$ cat config.mk
export PLATFORM = sky130hd
export DESIGN_NAME = fixFetch
export DESIGN_NICKNAME = d
export VERILOG_FILES = /design/src/design/lspcPkg.sv /design/src/design/fixFetch.sv
export SDC_FILE = /design/constraint.sdc
export NUM_CORES = 1
export LEC_CHECK = 0
export ABC_AREA = 1
export BUFFER_PORTS_ARGS = -buffer_cell sky130_fd_sc_hd__buf_2
export CORE_MARGIN = 2
export CORE_UTILIZATION = 43
export DETAILED_ROUTE_END_ITERATION = 16
export HOLD_SLACK_MARGIN = 0.08
export PLACE_DENSITY = 0.82
export SLEW_MARGIN = 0
export SYNTH_ARGS = -nofsm -noshare
export SYNTH_HDL_FRONTEND = slang
export SYNTH_SLANG_ARGS = --single-unit
$ cat constraint.sdc
create_clock -name SNKCLK_26 -period 1.9 [get_ports SNKCLK_26]
set_input_delay 0.19 -clock SNKCLK_26 [delete_from_list [all_inputs] [get_ports SNKCLK_26]]
set_output_delay 0.19 -clock SNKCLK_26 [all_outputs]
set_load 0.005 [all_outputs]
$ cat src/design/lspcPkg.sv
`default_nettype none

package lspcPkg;

	// CPU register indices, from address bits 3:1
	localparam logic [2:0] regVramAddr = 3'd0;
	localparam logic [2:0] regVramData = 3'd1;
	localparam logic [2:0] regVramMod = 3'd2;
	localparam logic [2:0] regMode = 3'd3;
	localparam logic [2:0] regIrqAck = 3'd6;

	localparam logic [14:0] fixMapBase = 15'h7000;	// Fix map at top of slow VRAM

	typedef struct packed {
		logic [8:0] hCount;
		logic [8:0] vCount;
		logic vBlank;
		logic hBlank;
	} beamPos;

	typedef struct packed {
		logic wrEn;			// One-cycle write strobe
		logic rdEn;			// One-cycle read strobe
		logic [2:0] regSel;
		logic [15:0] wrData;
	} cpuBus;

	// Same register, different meaning for writes and reads
	typedef union packed {
		struct packed {
			logic [7:0] aaSpeed;	// Frames per anim step, minus one
			logic [3:0] rsvdHi;
			logic aaDisable;
			logic [2:0] rsvdLo;
		} writeView;
		struct packed {
			logic [8:0] vCount;
			logic [3:0] rsvd;
			logic [2:0] aaCount;
		} readView;
	} modeWord;

	typedef struct packed {
		logic [16:0] fixRomAddr;
		logic [3:0] fixPal;
	} fixOut;

endpackage

`default_nettype wire
$ cat src/design/fixFetch.sv
`timescale 1ns/1ps
`default_nettype none

module fixFetch #(
	parameter int hActive = 320,
	parameter int vActive = 224
) (
	input logic SNKCLK_26,
	input logic resetP,
	input logic pixelEn,
	input logic slotPhase,
	input lspcPkg::beamPos beam,
	output logic fetchEn,
	output logic [14:0] fetchAddr,
	input logic [15:0] fetchData,
	output lspcPkg::fixOut fixOut
);

	localparam logic [8:0] hEnd = 9'(hActive);
	localparam logic [8:0] vEnd = 9'(vActive);

	logic beamStepped;		// Beam took its new value last cycle
	logic cellStart;
	logic reqPending;		// Waiting for a fetch slot
	logic dataValid;
	logic [11:0] tileNb;
	logic [3:0] tilePal;

	assign cellStart = beamStepped && (beam.hCount[2:0] == 3'd0)
		&& (beam.hCount < hEnd) && (beam.vCount < vEnd);

	assign fetchEn = reqPending && !slotPhase;

	always_ff @(posedge SNKCLK_26) begin
		if (!resetP) begin
			beamStepped <= 1'b0;
			reqPending <= 1'b0;
			dataValid <= 1'b0;
		end else begin
			beamStepped <= pixelEn;
			dataValid <= fetchEn;		// RAM answers next cycle
			if (cellStart)
				reqPending <= 1'b1;
			else if (fetchEn)
				reqPending <= 1'b0;
		end
	end

	always_ff @(posedge SNKCLK_26) begin
		if (cellStart)	// Map is column-major, 32 words per column
			fetchAddr <= lspcPkg::fixMapBase + {4'b0, beam.hCount[8:3], 5'b0}
				+ {9'b0, beam.vCount[8:3]};
		if (dataValid) begin
			tilePal <= fetchData[15:12];
			tileNb <= fetchData[11:0];
		end
	end

	// Tile, half-column, line within cell
	assign fixOut.fixRomAddr = {tileNb, beam.hCount[2:1], beam.vCount[2:0]};
	assign fixOut.fixPal = tilePal;

endmodule

`default_nettype wire

==> results_dict.tcl <==
set metrics [dict create \
    dieArea_mm2 0.00309 \
    area_growth_pct 52.1 \
    ys_ff_latch 31 \
    track_usage_pct 16.9 \
    clockRootBuffer "clkbuf_4" \
    die_w_um 55.6 \
    ys_warn_count 0 \
    yosysSeqAreaShare_pct 78.7 \
    routed_wirelength_mm 2.39 \
    cp-end-kind "flop" \
    finClkSkew_ns 0.00559 \
    power_density_mw_per_mm2 676 \
    worst_pin_slew_ns 0.663 \
    clk_latency_ns 0.31 \
    critPathSlowestCell "dlygate4sd3_1" \
    port_buffers 65 \
    gp_congestion 0.695 \
    pwr-share-seq_pct 63.4 \
    wl_per_cell_um 12.3 \
    post_dp_cell_area_mm2 0.00146 \
    netlist_instances 74 \
    antenna_cells 0 \
    crit_chain "dlygate4sd3_1, buf_2, nand3_1, nand2_1, inv_1, nand2_1, inv_1" \
    grt_max_degree 17 \
    combPwrFrac_pct 9.0 \
    drt_iter0_drc 23 \
    switching_power_mw 0.233 \
    startpoint_type "primary input" \
    fmax_mhz 658 \
    ant_nets 0 \
    grt_pass1_wl_mm 3.77 \
    core_area_mm2 0.00250 \
    synth_cell_types 15 \
    hold_path_class "in -> reg" \
    clk_pin_slew_worst_paths_ns 0.08 \
    cts_tree "yes" \
    postCtsSetupRepairBufs 0 \
    finish.instance_area_mm2 0.00174 \
    fin_crit_ns 1.52 \
    clock_power_share_pct 27.6 \
    gr-total-overflow 0 \
    cts_buffers 5 \
    cp_num_buf_inv 4 \
    crit_required_ns 1.87 \
    die_height_um 55.6 \
    initial_utilization_pct 45.8 \
    crit_family "buffers and inverters" \
    clockBufferDepth 2 \
    via_per_inst 4.42 \
    final_nets 206 \
    maxSlewHeadroom_pct 55.7 \
    cts_resized 0 \
    grt_pass1_vias 813 \
    worstPathArrival_ns 1.49 \
    internal_power_mw 0.944 \
    slew_violations 0 \
    dr.pass1.iters 4 \
    drv_cap 0 \
    rows 18 \
    antenna_found_initial 0 \
    htree_levels 2 \
    ios 77 \
    netlist_area_mm2 0.00114 \
    switching_share_pct 19.8 \
    final-hold-violation-count 0 \
    peakVddDrop_mv 0.490 \
    layout-drive-gt1-share_pct 44.5 \
    setup_viol 0 \
    worstSetupPathType "in -> reg" \
    cts.sinks 31 \
    dp_hpwl_mm 1.56 \
    drc 0 \
    post-route-period-util_pct 80.0 \
    p_total_mw 1.18 \
    syn_avg_cell_area_um2 15.5 \
    path_max_fanout 12 \
    utilization_pct 69.7 \
    max_stage_delay_ns 0.56 \
    rsz0062_at_grt "false" \
    outcome "complete, no violations" \
    timing.hold.ws_ns 0.121 \
    vias 857 \
    fin_setup_tns_ns 0 \
    leakagePower_nw 0.780 \
]
## worst paths after layout
kind               start      endpoint  slack (ns)  depth (start not counted)
min               resetP    reqPending        0.12                          3
max reg2reg  beamStepped  fetchAddr[8]        0.61                          6
min reg2reg   reqPending    reqPending        0.46                          2
max              beam[8]  fetchAddr[8]        0.38                          7
## worst min-delay path, cell delays in order
cell,delay [ns]
buf_2,0.10
inv_1,0.06
a21oi_1,0.04
## synth_stat cells, drive strengths merged
cell type | n | area, um2
inv | 8 | 30.0
dfxtp | 3 | 60.1
nand3 | 4 | 25.0
nor2 | 8 | 32.5
nand2 | 6 | 22.5
nor3 | 1 | 5.00
edfxtp | 28 | 841
xor2 | 2 | 17.5
a21oi | 1 | 5.00
conb | 1 | 3.75
buf | 8 | 60.1
xnor2 | 2 | 17.5
ha | 2 | 25.0
## repair_timing
action / CTS / global route
endpoints found under the setup margin: 0 / 0
hold endpoints to repair: 23 / 0
hold buffers: 24 / 0
## through the flow
| step | setup WS (ns) | std cells |
|---|---|---|
| after global routing | 0.305 | 194 |
| after detailed placement | 0.532 | 163 |
| after CTS | 0.436 | 194 |
| after global placement | 0.558 | 163 |
| final | 0.381 | 194 |
| after floorplan | 0.769 | 76 |
## layout by cell type (no fill, tap or decap), drive strengths merged
cell type | synthesis | final
conb | 1 | 3
nor3 | 1 | 1
dlygate4sd3 | 0 | 24
xor2 | 2 | 2
buf | 8 | 65
ha | 2 | 2
nor2 | 8 | 8
inv | 8 | 8
clkbuf | 0 | 5
nand2 | 6 | 6
a21oi | 1 | 1
xnor2 | 2 | 2
nand3 | 4 | 4
clkinv | 0 | 2
edfxtp | 28 | 28
dfxtp | 3 | 3
## cell type report
class | instances | area, um2
flip-flops and latches | 31 | 901
fillers | 186 | 758
repair buffers | 89 | 566
multi-input cells | 29 | 161
clock buffers | 5 | 37.5
well taps | 30 | 37.5
inverters | 8 | 30.0
clock inverters | 2 | 8.76
## layer usage
layer / vias up / global-route usage [%] / part of all wire, %
met3: 11 / 7.91 / 12
li1: 418 / - / -
met2: 62 / 24.7 / 43
met4: 0 / 13.2 / 4.4
met1: 366 / 18.8 / 40
met5: - / 0 / 0
## flip-flops by register name (all words and copies together), names as in the netlist
signal       flops
fetchAddr       12
tilePal          4
beamStepped      1
dataValid        1
tileNb          12
reqPending       1
## power by group through the flow
stage | clock network (mW) | registers, mW | logic [mW]
6_report | 0.325 | 0.746 | 0.106
5_1_grt | 0.369 | 0.746 | 0.117
4_1_cts | 0.340 | 0.746 | 0.105
3_5_place_dp | 0 | 0.762 | 0.0666
3_3_place_gp | 0 | 0.762 | 0.0631
2_1_floorplan | 0 | 0.762 | 0.0311
## kinds of logic after synthesis
group | synth area share, %
adder cells (fa/ha/maj) | 2.19
AO/OA/AOI/OAI | 0.437
other | 0.328
flip-flops | 78.7
buffers and inverters | 7.87
XOR/XNOR | 3.06
AND/OR/NAND/NOR | 7.43
Power figures use the tool's default switching activity.
