==> config.mk <==
export PLATFORM = sky130hd
export DESIGN_NAME = autoAnim
export DESIGN_NICKNAME = d
export VERILOG_FILES = /design/src/design/lspcPkg.sv /design/src/design/autoAnim.sv
export SDC_FILE = /design/constraint.sdc
export NUM_CORES = 1
export LEC_CHECK = 0
export BUFFER_PORTS_ARGS = -buffer_cell sky130_fd_sc_hd__buf_4
export CORE_AREA = 2 2 40 42
export CTS_BUF_LIST = sky130_fd_sc_hd__clkbuf_16
export CTS_CLUSTER_SIZE = 12
export DETAILED_ROUTE_END_ITERATION = 8
export DIE_AREA = 0 0 42 44
export PLACE_DENSITY = 0.72
export SYNTH_ARGS = -nofsm -noshare
export SYNTH_HDL_FRONTEND = slang
export SYNTH_SLANG_ARGS = --single-unit
==> constraint.sdc <==
create_clock -name SNKCLK_26 -period 1.6 [get_ports SNKCLK_26]
set_clock_uncertainty 0.2 [all_clocks]
set_input_delay 0 -clock SNKCLK_26 [delete_from_list [all_inputs] [get_ports SNKCLK_26]]
set_output_delay 0 -clock SNKCLK_26 [all_outputs]
set_load 0.03 [all_outputs]
==> src/design/lspcPkg.sv <==
`default_nettype none

package lspcPkg;

	// CPU register indices, from address bits 3:1
	localparam logic [2:0] regVramAddr = 3'd0;
	localparam logic [2:0] regVramData = 3'd1;
	localparam logic [2:0] regVramMod = 3'd2;
	localparam logic [2:0] regMode = 3'd3;
	localparam logic [2:0] regIrqAck = 3'd6;

	localparam logic [14:0] fixMapBase = 15'h7000;	// Fix map at top of slow VRAM

	typedef struct packed {
		logic [8:0] hCount;
		logic [8:0] vCount;
		logic vBlank;
		logic hBlank;
	} beamPos;

	typedef struct packed {
		logic wrEn;			// One-cycle write strobe
		logic rdEn;			// One-cycle read strobe
		logic [2:0] regSel;
		logic [15:0] wrData;
	} cpuBus;

	// Same register, different meaning for writes and reads
	typedef union packed {
		struct packed {
			logic [7:0] aaSpeed;	// Frames per anim step, minus one
			logic [3:0] rsvdHi;
			logic aaDisable;
			logic [2:0] rsvdLo;
		} writeView;
		struct packed {
			logic [8:0] vCount;
			logic [3:0] rsvd;
			logic [2:0] aaCount;
		} readView;
	} modeWord;

	typedef struct packed {
		logic [16:0] fixRomAddr;
		logic [3:0] fixPal;
	} fixOut;

endpackage

`default_nettype wire
==> src/design/autoAnim.sv <==
`timescale 1ns/1ps
`default_nettype none

module autoAnim (
	input logic SNKCLK_26,
	input logic resetP,
	input logic vblankStart,
	input lspcPkg::modeWord modeW,
	output logic [2:0] aaCount
);

	logic [7:0] frameCnt;		// Frames since last anim step
	logic frameDone;

	assign frameDone = (frameCnt == modeW.writeView.aaSpeed);

	always_ff @(posedge SNKCLK_26) begin
		if (!resetP) begin
			frameCnt <= '0;
			aaCount <= '0;
		end else if (vblankStart) begin
			if (frameDone) begin
				frameCnt <= '0;		// Reload
				// Timer keeps running while disabled
				if (!modeW.writeView.aaDisable)
					aaCount <= aaCount + 3'd1;	// Wraps mod 8
			end else begin
				frameCnt <= frameCnt + 8'd1;
			end
		end
	end

endmodule

`default_nettype wire

==> results.md, run 1 <==
* Placed inst area at 795.8 µm²
* Synth area leader: dfxtp_1
* Max IR drop VDD at 0.0007514 V
* RSZ-0062 raised after global routing: yes
* Req. time, crit path at 1.53 ns
* Total grt overflow at 0
* CP startpoint: frameCnt[2]$_SDFFE_PN0P_
* Switching fraction of total power at 21.02%
* Post-Layout Cell Count at 105
* Register area at 224.0 µm²
* Setup crit end kind: flop
* Critical Path AT at 1.43 ns
* Worst path max stage delay at 0.32 ns
* Slowest CP cell: dfxtp_1
* Kind of start point of the critical path: flop
* Routability Congestion at 0.6884
* DIE AREA at 0.001848 mm²
* CTS tree: yes
* Vias in the first global route at 505
* Max Root-Sink Buffers at 2
* Fin crit period at 1.502 ns
* Synth Warn # at 0
* Mapped cell area at 623.1 µm²
* Synthesized instance count at 62
* Fin. Hold Viols at 0
* Worst reg-to-reg setup slack at 0.1 ns
* Dpl cells at 98
* Crit Path Class: flop to flop
* Final WL at 1216 µm
* Combinational power share at 12.9%
* Fmax at 665.8 MHz
* Yosys cell types at 20
* Synth cell count leaders: 11 x dfxtp_1, 8 x nor2_1, 8 x xnor2_1
* Multi-input logic area at 429.2 µm²
* Crit-path max FO at 4
* Clock share of power at 53.4%
* Reg clk slew, reported paths at 0.04 ns
* Switching component of the power at 178.0 µW
* Int Pwr at 668.6 µW
* Most frequent cell after synthesis: dfxtp_1
* Slew Viols, Final at 0
* CTS sink count at 11
* Post-synthesis sequential area ratio at 35.34%
* Setup violators final at 0
* Worst min path class: input port to flop
* Synth Net Count at 83
* Drt pass-1 iters at 2
* Seq pwr share at 33.7%
* Avg Cell Area, Syn at 10.05 µm²
* Post-route ant nets at 0
* Slack of the critical path at 0.09807 ns
* Pleak at 0.0004001 µW
* Core Rows at 14
* Die span in y at 44 µm
* Crit path cell chain: xnor2_1, nand4_2, o31ai_4, buf_4, nor2_1
* P&R area growth vs syn at 50.80%
* Vias per inst at 4.886
* FILL cells at 116
* Antenna violations before repair at 0
* Post-synthesis register bit count at 11
* Slew at the pin closest to its max-slew limit at 0.2767 ns
* Total track usage at 15.79%
* CTS buffer count at 3
* Worst setup path end: frameCnt[2]$_SDFFE_PN0P_
* Worst hold path cell count at 5
* IO Pins at 22
* RR Startpoint: frameCnt[2]$_SDFFE_PN0P_
* PortBufs at 14
* Avg WL per Cell at 11.58 µm
* Buffer count from post-CTS setup fixing at 0
* Via count at 513
* Initial Utilization at 43.92%
* Max-Slew Margin vs Limit at 81.41%
* Status: complete, no violations
* Pre-CTS setup slack at 0.05308 ns
* PD cells at 900.9 mW/mm²
* FF-to-FF path depth at 5
* Ys flop type: dfxtp_1
* Largest net degree at the start of global routing at 8
* Chip Width at 42 µm
* Area share of the largest cell type after synthesis at 35.34%
* Post-synth EDFFs at 0
* Ratio of cells with drive above 1 in the final layout at 40.45%
* DRC at 0
* Initial DRC count at 5
* CTS Root Buffer Type: clkbuf_16
* Fin crit share at 93.87%
* Core area at 0.001419 mm²
* MaxCap Viol Count at 0
* Layout Nets at 111
* Global-route wire length before repair at 2035 µm
* Synth top area cells: dfxtp_1 35%, xnor2_1 11%, xor2_1 8.4%
* RR Endpoint: frameCnt[2]$_SDFFE_PN0P_
* H-tree depth at 1
* Post-route design area at 939.7 µm²
* Clock Latency Late Sink at 0.24 ns
* FFs w/ async S/R, synth at 0%
* ANT cells at 0
* HPWL Detailed at 873.4 µm
worst max-delay path, delay by kind of cell, from the launching register on:
kind / cells / cell delay, ns
flip-flops: 1 / 0.32
AND/OR/NAND/NOR: 2 / 0.27
XOR/XNOR: 1 / 0.19
buffers and inverters: 1 / 0.16
AO/OA/AOI/OAI: 1 / 0.24
sequential cells by signal (all words and copies together) (netlist names):
signal	cells
frameCnt	8
aaCount	3
cells by family after synthesis:
logic type / synth area share, %
XOR/XNOR: 22.29
AND/OR/NAND/NOR: 27.71
AO/OA/AOI/OAI: 3.414
flip-flops: 35.34
buffers and inverters: 0.8024
adder cells (fa/ha/maj): 4.015
multiplexers: 6.426
cells in the final DEF, fill, tap and decap left out, drive strengths merged, types with 2 or more instances in the layout:
cell type and count:
nor2 8, buf 21, xnor2 9, mux2i 4
clkbuf 3, nand2b 2, nand3 4, nand2 6
nor4 2, dlygate4sd3 3, dfxtp 11, ha 2
nand4 3, xor2 6
routing by layer:
layer	GRT usage [%]	vias to the layer above	wire length (µm)
li1	-	265	-
met1	15.64	233	501
met2	27.81	10	634
met3	5.000	5	48
met4	11.61	0	32
met5	0	-	0
final cells by class:
| type | count | area share (%) |
|---|---|---|
| Timing Repair Buffer | 24 | 19.97 |
| Multi-Input combinational cell | 50 | 45.67 |
| Sequential cell | 11 | 23.83 |
| Tap cell | 16 | 2.130 |
| Clock buffer | 3 | 7.989 |
| Clock inverter | 1 | 0.3995 |
through the flow:
stage	TNS (ns)	hold slack [ns]	total power, µW	util, %
2_1_floorplan	0	-0.05238	339.9	-
3_3_place_gp	0	0.1063	381.7	56.08
3_5_place_dp	0	0.1142	384.4	56.08
4_1_cts	0	0.06353	847.0	63.76
5_1_grt	-0.01133	0.09413	878.4	66.23
6_report	0	0.05946	846.6	66.23
what timing repair did:
action / in CTS / in global routing
gates resized for setup: 0 / 7
hold endpoints to repair: 11 / 0
endpoints found under the setup margin: 0 / 4
hold buffers: 3 / 0
power by group through the flow:
stage                     clock network, µW  logic, µW  registers (µW)
after floorplan                           0       47.1             293
after global placement                    0       92.6             289
after detailed placement                  0       95.0             289
after CTS                               461        101             285
after global routing                    473        119             286
final                                   452        109             285
worst min-delay path by stage:
stage / slack [ns] / end / start
finish: 0.06 / aaCount[2]$_SDFFE_PN0P_ / modeW[14]
global placement: 0.11 / frameCnt[0]$_SDFFE_PN0P_ / vblankStart
global route: 0.09 / aaCount[0]$_SDFFE_PN0P_ / modeW[14]
detailed placement: 0.11 / aaCount[0]$_SDFFE_PN0P_ / modeW[3]
CTS: 0.06 / aaCount[2]$_SDFFE_PN0P_ / modeW[11]
floorplan: -0.05 / aaCount[0]$_SDFFE_PN0P_ / resetP
Power figures use the tool's default switching activity.
==> run 2, diff against run 1 <==
==> constraint.sdc (replaced) <==
create_clock -name SNKCLK_26 -period 1.7 [get_ports SNKCLK_26]
set_clock_uncertainty 0.2 [all_clocks]
set_input_delay 0 -clock SNKCLK_26 [delete_from_list [all_inputs] [get_ports SNKCLK_26]]
set_output_delay 0 -clock SNKCLK_26 [all_outputs]
set_load 0.03 [all_outputs]
==> run 2 against run 1 <==
Against the previous run: non-clock buffer count decreased by 3; total power decreased by 7.9%; sequential cell count unchanged; hold slack improved by 0.0026 ns; worst setup slack improved by 0.010 ns; design area decreased by 6.1%; sequential power decreased by 5%; clock-buffer cell count unchanged; maximum frequency decreased by 5.6%; cell count decreased by 2.9%; critical endpoint is now frameCnt[3]$_SDFFE_PN0P_; largest cell class unchanged; largest power group unchanged; highest routed layer unchanged.
==> results.md, run 2 (synthesis gave the netlist of run 1 again) <==
* Status: complete, no violations
* Vias per inst at 4.902 (+0.33%)
* CTS resizes at 0 (unchanged)
* Seq pwr share at 34.6% (+0.9 points)
* Core area at 0.001419 mm² (unchanged)
* Total grt overflow at 0 (unchanged)
* Post-route ant nets at 0 (unchanged)
* Clock share of power at 54.4% (+1.0 points)
* CTS tree: yes
* CTS sink count at 11 (unchanged)
* Final Hold Slack at 0.06210 ns (+0.002631 ns)
* Fin crit period at 1.592 ns (+0.08966 ns)
* Global-route wire length before repair at 1938 µm (-4.8%)
* PortBufs at 14 (unchanged)
* Reg with most FFs: frameCnt
* Kind of start point of the critical path: flop
* Setup TNS at 0 ns (unchanged)
* Pre-CTS setup slack at 0.1002 ns (+0.04716 ns)
* Req. time, crit path at 1.61 ns (+0.08 ns)
* HPWL Detailed at 825.2 µm (-5.5%)
* Die span in y at 44 µm (unchanged)
* Fmax at 628.3 MHz (-5.6%)
* H-tree depth at 1 (unchanged)
* IO Pins at 22 (unchanged)
* DRC at 0 (unchanged)
* MaxCap Viol Count at 0 (unchanged)
* Routability Congestion at 0.7342 (+6.7%)
* Switching fraction of total power at 20.54% (-0.48 points)
* Fin crit share at 93.62% (-0.25 points)
* Critical Path AT at 1.50 ns (+0.07 ns)
* FILL cells at 124 (+6.9%)
* CTS Root Buffer Type: clkbuf_16
* Clock Latency Late Sink at 0.24 ns (about the same)
* ANT cells at 0 (unchanged)
* Final core utilization at 62.17% (-4.1 points)
* Ratio of cells with drive above 1 in the final layout at 32.56% (-7.9 points)
* Via count at 500 (-2.5%)
* Slew at the pin closest to its max-slew limit at 0.3906 ns (+0.1139 ns)
* Slew Viols, Final at 0 (unchanged)
* Switching component of the power at 160.2 µW (-10%)
* Vias in the first global route at 479 (-5.1%)
* Chip Width at 42 µm (unchanged)
* Max IR drop VDD at 0.0006001 V (-20%)
* Initial DRC count at 1 (-4)
* Antenna violations before repair at 0 (unchanged)
* CTS buffer count at 3 (unchanged)
* Layout Nets at 108 (-2.7%)
* Most frequent cells in the layout: 18 x buf_4, 11 x dfxtp_1, 8 x xnor2_1, 8 x nor2_1
* Largest regs: frameCnt x8, aaCount x3
* Core Rows at 14 (unchanged)
* Crit-path max FO at 8 (+4)
* Max Root-Sink Buffers at 2 (unchanged)
* Total track usage at 14.69% (-1.1 points)
* RSZ-0062 raised after global routing: no
* Avg WL per Cell at 11.24 µm (-3.0%)
* P&R area growth vs syn at 41.57%
* Final WL at 1146 µm (-5.8%)
* Int Pwr at 619.7 µW (-7.3%)
* Max-Slew Margin vs Limit at 73.96% (-7.5 points)
* Worst min path class: input port to flop
* DIE AREA at 0.001848 mm² (unchanged)
* Reg clk slew, reported paths at 0.04 ns (about the same)
* Slack of the critical path at 0.1084 ns (+0.01034 ns)
* Largest net degree at the start of global routing at 9 (+1)
* Setup violators final at 0 (unchanged)
* Fin. Hold Viols at 0 (unchanged)
* Drt pass-1 iters at 2 (unchanged)
* PD cells at 884.2 mW/mm² (-1.9%)
* Combinational power share at 11.0% (-1.9 points)
* Pleak at 0.0003642 µW (-9.0%)
* Initial Utilization at 43.92% (unchanged)
* Setup crit end kind: flop
* Crit Path Class: flop to flop
* Largest register FFs at 8 (unchanged)
* Commonest non-fill, non-tap cell in the layout: buf_4
[run 2: worst paths after layout]
kind                               to  slack [ns]  cells past startpoint                startpoint
min           aaCount[1]$_SDFFE_PN0P_        0.06                      5                 modeW[11]
max          frameCnt[3]$_SDFFE_PN0P_        0.11                      4  frameCnt[1]$_SDFFE_PN0P_
min reg2reg   aaCount[1]$_SDFFE_PN0P_        0.28                      2   aaCount[1]$_SDFFE_PN0P_
max reg2reg  frameCnt[3]$_SDFFE_PN0P_        0.11                      4  frameCnt[1]$_SDFFE_PN0P_
[run 2: final cells by class]
type / count / area, µm² / share of cell area (%)
clock buffer: 3 / 75.07 / 8.511
timing repair buffer: 21 / 165.2 / 18.72
multi-input combinational: 50 / 397.9 / 45.11
clock inverter: 1 / 3.754 / 0.4255
sequential: 11 / 220.2 / 24.96
tap: 16 / 20.02 / 2.270
[run 2: metrics by stage]
| step | std cells | instance area, µm² | power [µW] |
|---|---|---|---|
| 6_report | 102 | 882.1 | 779.9 |
| 5_1_grt | 102 | 882.1 | 813.7 |
| 4_1_cts | 102 | 882.1 | 792.0 |
| 3_5_place_dp | 95 | 773.2 | 354.9 |
| 3_3_place_gp | 95 | 773.2 | 353.0 |
| 2_1_floorplan | 62 | 623.1 | 319.9 |
[run 2: metal layers]
layer / track usage (%) / part of all wire, %
met1: 15.99 / 43
met3: 3.750 / 3.6
met5: 0 / 0
met2: 24.38 / 52
met4: 11.61 / 0.70
[run 2: repair_timing]
item,CTS,global route
setup buffers,0,0
endpoints found under the hold margin,11,0
hold buffers,3,0
[run 2: critical path, stage by stage (launching register included)]
cell	delay, ns
dfxtp_1	0.42
xnor2_1	0.14
nand2_1	0.17
o31ai_4	0.43
nor2_1	0.09
[run 2: power by group through the flow]
stage                     registers, µW  logic [µW]  clock network [µW]
after global placement              274        79.0                   0
final                               270        85.9                 424
after CTS                           270        86.7                 436
after floorplan                     276        44.3                   0
after detailed placement            274        80.6                   0
after global routing                271        94.0                 449
