File: src/design/clockReset.sv
`timescale 1ns/1ps
`default_nettype none

module clockReset (
	input logic SNKCLK_26,
	input logic rstN,
	output logic resetP,
	output logic pixelEn,
	output logic slotPhase
);

	localparam logic [1:0] stretchLast = 2'd1;	// Extra cycles after sync

	logic [1:0] rstSync;		// Two-flop synchroniser
	logic [1:0] stretchCnt;
	logic [1:0] divCnt;			// 26 MHz / 4 pixel clock

	always_ff @(posedge SNKCLK_26) begin
		rstSync <= {rstSync[0], rstN};
		if (!rstSync[1]) begin
			stretchCnt <= '0;
			resetP <= 1'b0;
		end else if (stretchCnt == stretchLast) begin
			resetP <= 1'b1;				// Release, counter parks here
		end else begin
			stretchCnt <= stretchCnt + 2'd1;
		end
	end

	// Pixel enable and slot phase stay quiet while in reset
	always_ff @(posedge SNKCLK_26) begin
		if (!resetP) begin
			divCnt <= '0;
			pixelEn <= 1'b0;
			slotPhase <= 1'b0;
		end else begin
			divCnt <= divCnt + 2'd1;
			pixelEn <= (divCnt == 2'd3);	// One cycle in four
			if (pixelEn)
				slotPhase <= ~slotPhase;
		end
	end

endmodule

`default_nettype wire

File: config.mk
export PLATFORM = sky130hd
export DESIGN_NAME = clockReset
export DESIGN_NICKNAME = d
export VERILOG_FILES = /design/src/design/clockReset.sv
export SDC_FILE = /design/constraint.sdc
export NUM_CORES = 1
export LEC_CHECK = 0
export BUFFER_PORTS_ARGS = -buffer_cell sky130_fd_sc_hd__buf_2
export CAP_MARGIN = 20
export CELL_PAD_IN_SITES_DETAIL_PLACEMENT = 1
export CELL_PAD_IN_SITES_GLOBAL_PLACEMENT = 2
export CORE_AREA = 2 2 39 41
export CTS_BUF_LIST = sky130_fd_sc_hd__clkbuf_16
export DETAILED_ROUTE_END_ITERATION = 8
export DIE_AREA = 0 0 41 43
export PLACE_DENSITY_LB_ADDON = 0.08
export SYNTH_ARGS = -nofsm -noshare
export SYNTH_HDL_FRONTEND = slang
export SYNTH_SLANG_ARGS = --single-unit
File: constraint.sdc
create_clock -name SNKCLK_26 -period 1.24 [get_ports SNKCLK_26]
set_input_delay 0.124 -clock SNKCLK_26 [delete_from_list [all_inputs] [get_ports SNKCLK_26]]
set_output_delay 0.124 -clock SNKCLK_26 [all_outputs]
set_load 0.01 [all_outputs]
==> results of run 1 <==
## per-stage QoR
stage,worst slack (ns),instance area [µm²],util (%),std cells,total power (µW)
6_report,0.204,415,30.0,48,1150
5_1_grt,0.147,415,30.0,48,1230
4_1_cts,0.192,415,30.0,48,1170
3_5_place_dp,0.212,327,23.6,43,608
3_3_place_gp,0.246,327,23.6,43,591
2_1_floorplan,0.261,287,-,23,554
## cells in the mapped netlist, drive strengths merged
library cell / count / area, µm²
a21boi: 1 / 11.3
and2: 4 / 25.0
dfxtp: 9 / 180
ha: 2 / 25.0
inv: 1 / 3.75
nand2: 1 / 3.75
nor2b: 1 / 6.26
o21a: 1 / 7.51
or2: 1 / 6.26
xnor2: 1 / 8.76
xor2: 1 / 8.76
## placed cells by master (no fill, tap or decap)
master / synthesis / final
dlygate4sd3_1: 0 / 1
o21a_1: 1 / 1
and2_1: 4 / 4
nand2_1: 1 / 1
a21boi_2: 1 / 1
nor2b_1: 1 / 1
or2_1: 1 / 1
ha_1: 2 / 2
xnor2_1: 1 / 1
buf_2: 0 / 4
clkbuf_16: 0 / 3
inv_1: 1 / 2
xor2_1: 1 / 1
dfxtp_1: 9 / 9
## area by class of cell
cell class	count	area (µm²)
Clock buffer	3	75.1
Tap cell	16	20.0
Clock inverter	1	3.75
Multi-Input combinational cell	13	103
Sequential cell	9	180
Fill cell	161	968
Timing Repair Buffer	5	30.0
Inverter	1	3.75
## worst register-to-register path: cells and delay by family, from the launching register on
family	cells	cell delay (ns)
DFF	1	0.32
adders and majority gates	1	0.26
and+or+nand+nor	1	0.22
AOI/OAI and AO/OA	1	0.13
buffers and inverters	1	0.04
## cells by family (layout without fill, tap and decap cells)
logic type | count (synthesis) | after routing | share of synthesized area, %
flip-flops | 9 | 9 | 62.9
AO/OA/AOI/OAI | 2 | 2 | 6.55
adder cells (fa/ha/maj) | 2 | 2 | 8.73
AND/OR/NAND/NOR | 7 | 7 | 14.4
buffers and inverters | 1 | 10 | 1.31
XOR/XNOR | 2 | 2 | 6.11
## final timing paths
path,startpoint,to
setup / recovery,stretchCnt[1]$_SDFFE_PN0P_,stretchCnt[1]$_SDFFE_PN0P_
hold / removal,rstSync[0]$_DFF_P_,rstSync[1]$_DFF_P_
setup reg to reg,stretchCnt[1]$_SDFFE_PN0P_,stretchCnt[1]$_SDFFE_PN0P_
hold reg to reg,rstSync[0]$_DFF_P_,rstSync[1]$_DFF_P_
## power breakdown
group	leakage (µW)	internal, µW	switching (µW)
logic	0.0000769	111	81.9
registers	0.0000743	361	47.8
clock network	0.0000423	420	126
## routing by layer
layer	routed length (µm)	vias to the layer above	track usage, %
li1	-	90	-
met1	170	86	6.86
met2	199	5	8.13
met5	0	-	0
met4	0	0	6.00
met3	30	0	6.28
## sequential cells by signal, summed over array words and instances (netlist names)
name and count:
divCnt 2, rstSync 2, stretchCnt 2, pixelEn 1, resetP 1, slotPhase 1
==> impl_metrics.json, run 1 <==
{
  "status": "finished clean",
  "grt_pass1_vias": 189,
  "slew_headroom_pct": 89.1,
  "ant_nets": 0,
  "htreeDepth": 1,
  "coreArea_um2": 1380,
  "startpoint_type": "register",
  "io_pins": 5,
  "antenna_found_initial": 0,
  "clockBufferDepth": 2,
  "vias": 181,
  "drtPass1Iterations": 1,
  "cp_max_fo": 2,
  "cp_slowest_cell": "dfxtp_1",
  "slew_viol_final": 0,
  "grt_overflow": 0,
  "ir_drop_mv": 0.830,
  "path_clk_slew_ns": 0.04,
  "gp_congestion": 0.640,
  "clock_skew_ns": 0.00106,
  "synth_area_um2": 287,
  "drv_cap": 0,
  "die_y_um": 43,
  "period_needed_ns": 1.04,
  "vias_per_cell": 3.77,
  "grt_usage_pct": 6.86,
  "critical_path_buf_inv_count": 1,
  "drt_iter0_drc": 0,
  "io_buffers": 4,
  "power_density_nw_per_um2": 2760,
  "crit_chain": "inv_1, ha_1, or2_1, a21boi_2",
  "ys_types": 11,
  "num_antenna_cells": 0,
  "ff2ff_path_depth": 4,
  "cts_resized": 0,
  "post_cts_buffers": 0,
  "wl_um": 400,
  "place_hpwl_um": 302,
  "ys_ff_latch": 9,
  "rsz0062_at_grt": "false",
  "hold_violations": 0,
  "p_leak_uw": 0.000193,
  "drive_gt1_share_pct": 25.0,
  "die_w_um": 41,
  "clk_latency_ns": 0.23,
  "clock_sinks": 9,
  "drc": 0,
  "holdBufCountCts": 1,
  "wl_per_cell_um": 8.33,
  "hold_ws_ns": 0.324,
  "grt_max_degree": 7,
  "min_path_type": "register to register",
  "cp.depth": 4,
  "worst_pin_slew_ns": 0.164,
  "syn_to_final_growth_pct": 45.0,
  "path_class": "register to register",
  "start_util_pct": 20.7,
  "fin_crit_sh_pct": 83.5,
  "yosys_warnings": 0,
  "critPathCaptureType": "register",
  "cp_top_family": "flip-flops",
  "numCtsBuffers": 3,
  "grt_pass1_wl_um": 717,
  "rows": 14,
  "cts_root_buffer": "clkbuf_16",
  "worstHoldPathCells": 0,
  "synthCells": 23,
  "crit_path_max_incr_delay_ns": 0.32,
  "layout.nets": 37,
  "tritoncts": "done",
  "finalSetupTns_ns": 0,
  "timing.fmax_mhz": 965,
  "reg2reg_setup_slack_ns": 0.20,
  "yosysSeqAreaShare_pct": 62.9,
  "worstPathArrival_ns": 1.20,
  "synth_area_per_cell_um2": 12.5,
  "synth_nets": 27,
  "cp.required_ns": 1.41,
  "die_area_um2": 1760,
  "setup_viol": 0
}
(Power assumes the default switching activity.)
==> run 2, diff against run 1 <==
--- a/config.mk
+++ b/config.mk
@@ -5,6 +5,7 @@
 export SDC_FILE = /design/constraint.sdc
 export NUM_CORES = 1
 export LEC_CHECK = 0
+export ABC_AREA = 1
 export BUFFER_PORTS_ARGS = -buffer_cell sky130_fd_sc_hd__buf_2
 export CAP_MARGIN = 20
 export CELL_PAD_IN_SITES_DETAIL_PLACEMENT = 1
==> constraint.sdc (replaced) <==
create_clock -name SNKCLK_26 -period 0.85 [get_ports SNKCLK_26]
set_input_delay 0.085 -clock SNKCLK_26 [delete_from_list [all_inputs] [get_ports SNKCLK_26]]
set_output_delay 0.085 -clock SNKCLK_26 [all_outputs]
set_load 0.01 [all_outputs]
==> impl_metrics.json, run 2 <==
{
  "timing.fmax_mhz": 1180,
  "path_class": "register to register",
  "hold_violations": 0,
  "numCtsBuffers": 3,
  "io_pins": 5,
  "path_clk_slew_ns": 0.04,
  "synthFlopType": "dfxtp_1",
  "coreArea_um2": 1380,
  "vias_per_cell": 3.79,
  "synthTopCellsByCount": "dfxtp_1, nand2_1, nor2_1, inv_1, ha_1",
  "drv_cap": 0,
  "critPathCaptureType": "register",
  "synth_top_area_share_pct": 62.6,
  "postLayoutCoreUtil_pct": 32.4,
  "die_w_um": 41,
  "cp.depth": 5,
  "placed_cell_area_um2": 335,
  "synth_area_per_cell_um2": 8.99,
  "cp.required_ns": 0.97,
  "cp_slowest_cell": "dfxtp_2",
  "critical_path_buf_inv_count": 1,
  "status": "finished clean",
  "tritoncts": "done",
  "fin_crit_sh_pct": 99.5,
  "cp_max_fo": 2,
  "ys_ff_latch": 9,
  "num_antenna_cells": 0,
  "dp_cells": 53,
  "drtPass1Iterations": 1,
  "grt_pass1_vias": 208,
  "cts_root_buffer": "clkbuf_16",
  "crit_path_max_incr_delay_ns": 0.33,
  "cp-endpoint": "stretchCnt[1]$_SDFFE_PN0P_",
  "cp_top_family": "flip-flops",
  "largestRegisters": "divCnt x2, rstSync x2, stretchCnt x2",
  "htreeDepth": 1,
  "rsz0062_at_grt": "true",
  "reg2reg_setup_slack_ns": 0.004,
  "startpoint_type": "register",
  "ys_types": 7,
  "r2r-start": "stretchCnt[1]$_SDFFE_PN0P_",
  "die_y_um": 43,
  "ant_nets": 0,
  "synth.most_common_cell": "dfxtp_1",
  "start_util_pct": 20.8,
  "slew_viol_final": 0,
  "async_flop_share_pct": 0,
  "clock_sinks": 9,
  "io_buffers": 4,
  "clock_skew_ns": 0.00309,
  "final_cell_mix": "nor2_1, nand2_1, dfxtp_1",
  "clockBufferDepth": 2,
  "die_area_um2": 1760,
  "drc": 0,
  "syn_to_final_growth_pct": 55.7,
  "synth_nets": 36,
  "grt_pass1_wl_um": 772,
  "min_path_type": "register to register",
  "p_leak_uw": 0.000224,
  "grt_max_degree": 7,
  "grt_usage_pct": 7.85,
  "wl_um": 495,
  "crit_chain": "inv_2, ha_4, nand2_2, nand2_1, nor2_1",
  "clk_latency_ns": 0.23,
  "reg2reg_to": "stretchCnt[1]$_SDFFE_PN0P_",
  "yosys_warnings": 0,
  "yosysSeqAreaShare_pct": 62.6,
  "synth_edf_count": 0,
  "worstPathArrival_ns": 0.97,
  "layout.nets": 47,
  "worst_pin_slew_ns": 0.108,
  "drt_iter0_drc": 0,
  "grt_overflow": 0,
  "slew_headroom_pct": 92.8,
  "rows": 14,
  "ff2ff_path_depth": 5,
  "place_hpwl_um": 351,
  "final_cells": 58,
  "yosys-top-cells-area": "dfxtp_1, nand2_1, nor2_1",
  "wl_per_cell_um": 8.53,
  "gp_congestion": 0.551,
  "power_density_nw_per_um2": 3730,
  "synthCells": 32,
  "design_area_um2": 448,
  "period_needed_ns": 0.846,
  "cp-startpoint": "stretchCnt[1]$_SDFFE_PN0P_",
  "synth_area_um2": 288,
  "vias": 220,
  "drive_gt1_share_pct": 35.7,
  "synth_area_leader_cell": "dfxtp_1",
  "ir_drop_mv": 1.64,
  "setup_viol": 0,
  "antenna_found_initial": 0
}
run 2: where the power goes:
part	internal [µW]	switching [µW]
Combinational	150	143
Clock	613	193
Sequential	514	57.6
Total	1280	394
run 2: cell type report:
cell class	count	area, µm²
fill	156	936
sequential	9	186
multi-input combinational	18	104
clock buffer	3	75.1
timing repair buffer	6	37.5
inverter	5	21.3
tap	16	20.0
clock inverter	1	3.75
run 2: worst min path at each step:
| stage | startpoint | endpoint | slack (ns) | depth (start not counted) |
|---|---|---|---|---|
| 2_1_floorplan | rstN | rstSync[0]$_DFF_P_ | 0.11 | 0 |
| 3_3_place_gp | rstN | rstSync[0]$_DFF_P_ | 0.19 | 1 |
| 3_5_place_dp | rstN | rstSync[0]$_DFF_P_ | 0.19 | 1 |
| 4_1_cts | rstSync[0]$_DFF_P_ | rstSync[1]$_DFF_P_ | 0.33 | 0 |
| 5_1_grt | rstSync[0]$_DFF_P_ | rstSync[1]$_DFF_P_ | 0.33 | 0 |
| 6_report | rstSync[0]$_DFF_P_ | rstSync[1]$_DFF_P_ | 0.32 | 0 |
run 2: through the flow:
stage / TNS (ns) / power, µW / worst slack [ns] / hold slack [ns]
floorplan: 0 / 697 / 0.0264 / 0.113
global placement: -0.0246 / 754 / -0.0126 / 0.189
detailed placement: -0.0801 / 777 / -0.0406 / 0.189
CTS: 0 / 1650 / 0.000851 / 0.327
global route: -0.0594 / 1770 / -0.0352 / 0.332
finish: 0 / 1670 / 0.00411 / 0.323
run 2: cell families (layout without fill, tap and decap cells):
kind of cell	after synthesis	in the layout	share of synthesized area (%)
buffers and inverters	5	15	6.52
and+or+nand+nor	15	15	19.6
DFF	9	9	62.6
adders and majority gates	2	2	8.69
AOI/OAI and AO/OA	1	1	2.61
run 2: layer usage:
| metal | wire length, µm | share of wire (%) | global-route usage [%] | vias up |
|---|---|---|---|---|
| met5 | 0 | 0 | 0 | - |
| met4 | 0 | 0 | 8.00 | 0 |
| met3 | 53 | 11 | 7.85 | 0 |
| met2 | 262 | 53 | 10.9 | 6 |
| met1 | 179 | 36 | 5.19 | 100 |
| li1 | - | - | - | 114 |
run 2: timing repair:
item / CTS / global route
pin swaps: 0 / 4
hold endpoints to repair: 1 / 0
setup buffers: 0 / 0
setup endpoints to repair: 4 / 3
hold buffers: 1 / 0
gates resized for setup: 5 / 4
==> run 3, diff against run 2 <==
--- a/config.mk
+++ b/config.mk
@@ -5,7 +5,6 @@
 export SDC_FILE = /design/constraint.sdc
 export NUM_CORES = 1
 export LEC_CHECK = 0
-export ABC_AREA = 1
 export BUFFER_PORTS_ARGS = -buffer_cell sky130_fd_sc_hd__buf_2
 export CAP_MARGIN = 20
 export CELL_PAD_IN_SITES_DETAIL_PLACEMENT = 1
==> impl_metrics.json, run 3 (synthesized netlist as in run 1, its figures left out) <==
{
  "violations": "setup timing",
  "crit_path_max_incr_delay_ns": 0.32,
  "die_y_um": 43,
  "critPathCaptureType": "register",
  "seq_area_um2": 185,
  "layout_commonest_cell": "dfxtp_1",
  "setup_viol": 2,
  "final_cell_mix": "dfxtp_1, and2_1, dfxtp_2, buf_2, clkbuf_16",
  "drive_gt1_share_pct": 45.5,
  "htreeDepth": 1,
  "drv_cap": 0,
  "cp_slowest_cell": "dfxtp_2",
  "worst_pin_slew_ns": 0.111,
  "hold_violations": 0,
  "hold_path_end": "rstSync[1]$_DFF_P_",
  "path_clk_slew_ns": 0.04,
  "io_pins": 5,
  "rows": 14,
  "final_cells": 49,
  "crit_chain": "inv_2, ha_4, or2_1, a21boi_2",
  "clock_sinks": 9,
  "tritoncts": "done",
  "syn_to_final_growth_pct": 53.7,
  "gp_congestion": 0.544,
  "ant_nets": 0,
  "vias_per_cell": 3.69,
  "period_needed_ns": 0.933,
  "dp_cells": 44,
  "cp.required_ns": 1.02,
  "min_from": "rstSync[0]$_DFF_P_",
  "drtPass1Iterations": 1,
  "start_util_pct": 20.7,
  "clockBufferDepth": 2,
  "fin_ws_ns": -0.0834,
  "reg2reg_setup_slack_ns": -0.08,
  "fin_crit_sh_pct": 110,
  "grt_usage_pct": 7.34,
  "multi_input_area_um2": 115,
  "grt_overflow": 0,
  "antenna_found_initial": 0,
  "status": "finished, violations left",
  "num_antenna_cells": 0,
  "wl_per_cell_um": 8.51,
  "post_cts_buffers": 0,
  "place_hpwl_um": 281,
  "vias": 181,
  "drc": 0,
  "worstHoldPathCells": 0,
  "min_path_type": "register to register",
  "cp_max_fo": 2,
  "ff2ff_path_depth": 4,
  "clock_skew_ns": 0.00170,
  "slew_headroom_pct": 92.5,
  "die_area_um2": 1760,
  "die_w_um": 41,
  "layout.nets": 38,
  "power_density_nw_per_um2": 4050,
  "slew_viol_final": 0,
  "startpoint_type": "register",
  "timing.fmax_mhz": 1070,
  "dpl_worst_slack_ns": -0.135,
  "grt_pass1_vias": 168,
  "grt_pass1_wl_um": 683,
  "io_buffers": 4,
  "largestRegisters": "divCnt x2, rstSync x2, stretchCnt x2",
  "drt_iter0_drc": 0,
  "ir_drop_mv": 1.12,
  "cts_root_buffer": "clkbuf_16",
  "worstPathArrival_ns": 1.10,
  "coreArea_um2": 1380,
  "wl_um": 417,
  "clk_latency_ns": 0.23,
  "grt_max_degree": 7,
  "numCtsBuffers": 3,
  "p_leak_uw": 0.000200,
  "r2r-start": "stretchCnt[1]$_SDFFE_PN0P_",
  "rsz0062_at_grt": "true",
  "path_class": "register to register",
  "reg2reg_to": "stretchCnt[1]$_SDFFE_PN0P_",
  "fill_cells": 151
}
-- run 3: cell count changes in the layout (fill, tap and decap cells not counted), moves of 2 or more --
cell and change:
inv_1 -3, nand2_1 -6, dfxtp_2 +2, and2_1 +4, nor2_1 -7
-- run 3: worst max path at each step --
stage | to | startpoint | slack [ns]
2_1_floorplan | stretchCnt[1]$_SDFFE_PN0P_ | stretchCnt[0]$_SDFFE_PN0P_ | -0.12
3_3_place_gp | stretchCnt[1]$_SDFFE_PN0P_ | stretchCnt[0]$_SDFFE_PN0P_ | -0.12
3_5_place_dp | stretchCnt[1]$_SDFFE_PN0P_ | stretchCnt[0]$_SDFFE_PN0P_ | -0.14
4_1_cts | stretchCnt[1]$_SDFFE_PN0P_ | stretchCnt[1]$_SDFFE_PN0P_ | -0.09
5_1_grt | stretchCnt[1]$_SDFFE_PN0P_ | stretchCnt[1]$_SDFFE_PN0P_ | -0.12
6_report | stretchCnt[1]$_SDFFE_PN0P_ | stretchCnt[1]$_SDFFE_PN0P_ | -0.08
-- run 3: cell type report --
type	count	area share, %
timing repair buffer	6	8.52
tap	16	4.55
clock buffer	3	17.0
inverter	1	0.852
sequential	9	42.0
clock inverter	1	0.852
multi-input combinational	13	26.1
-- run 3: timing repair --
action / CTS / global route
pin swaps: 1 / 1
gates resized for setup: 2 / 1
hold endpoints to repair: 1 / 0
hold buffers: 1 / 0
endpoints found under the setup margin: 3 / 3
-- run 3: per-stage QoR --
step | power (µW) | hold slack, ns | util [%] | area [µm²] | setup TNS, ns
3_3_place_gp | 959 | 0.189 | 25.1 | 348 | -0.123
2_1_floorplan | 865 | 0.113 | - | 300 | -0.118
6_report | 1780 | 0.322 | 31.8 | 440 | -0.109
3_5_place_dp | 981 | 0.189 | 25.1 | 348 | -0.152
4_1_cts | 1820 | 0.324 | 31.7 | 439 | -0.125
5_1_grt | 1900 | 0.327 | 31.8 | 440 | -0.189
-- run 3: worst max-delay path: cells and delay by family, from the launching register on --
kind	cells	cell delay, ns
fa+ha+maj	1	0.19
flops	1	0.32
simple gates	1	0.21
buf+inv	1	0.04
compound gates	1	0.10
-- run 3: routing by layer --
metal	track usage, %	vias to the layer above	wire length, µm	share of wire, %
met5	0	-	0	0
met4	10.0	0	33	7.9
met3	7.85	5	47	11
met2	6.25	7	156	37
met1	7.44	78	180	43
li1	-	91	-	-
-- run 3: where the power goes --
| group | switching, µW | leakage, µW | total [µW] | internal, µW |
|---|---|---|---|---|
| Combinational | 136 | 0.0000825 | 354 | 219 |
| Sequential | 75.7 | 0.0000755 | 622 | 546 |
| Clock | 195 | 0.0000423 | 808 | 613 |
| Total | 406 | 0.000200 | 1780 | 1380 |
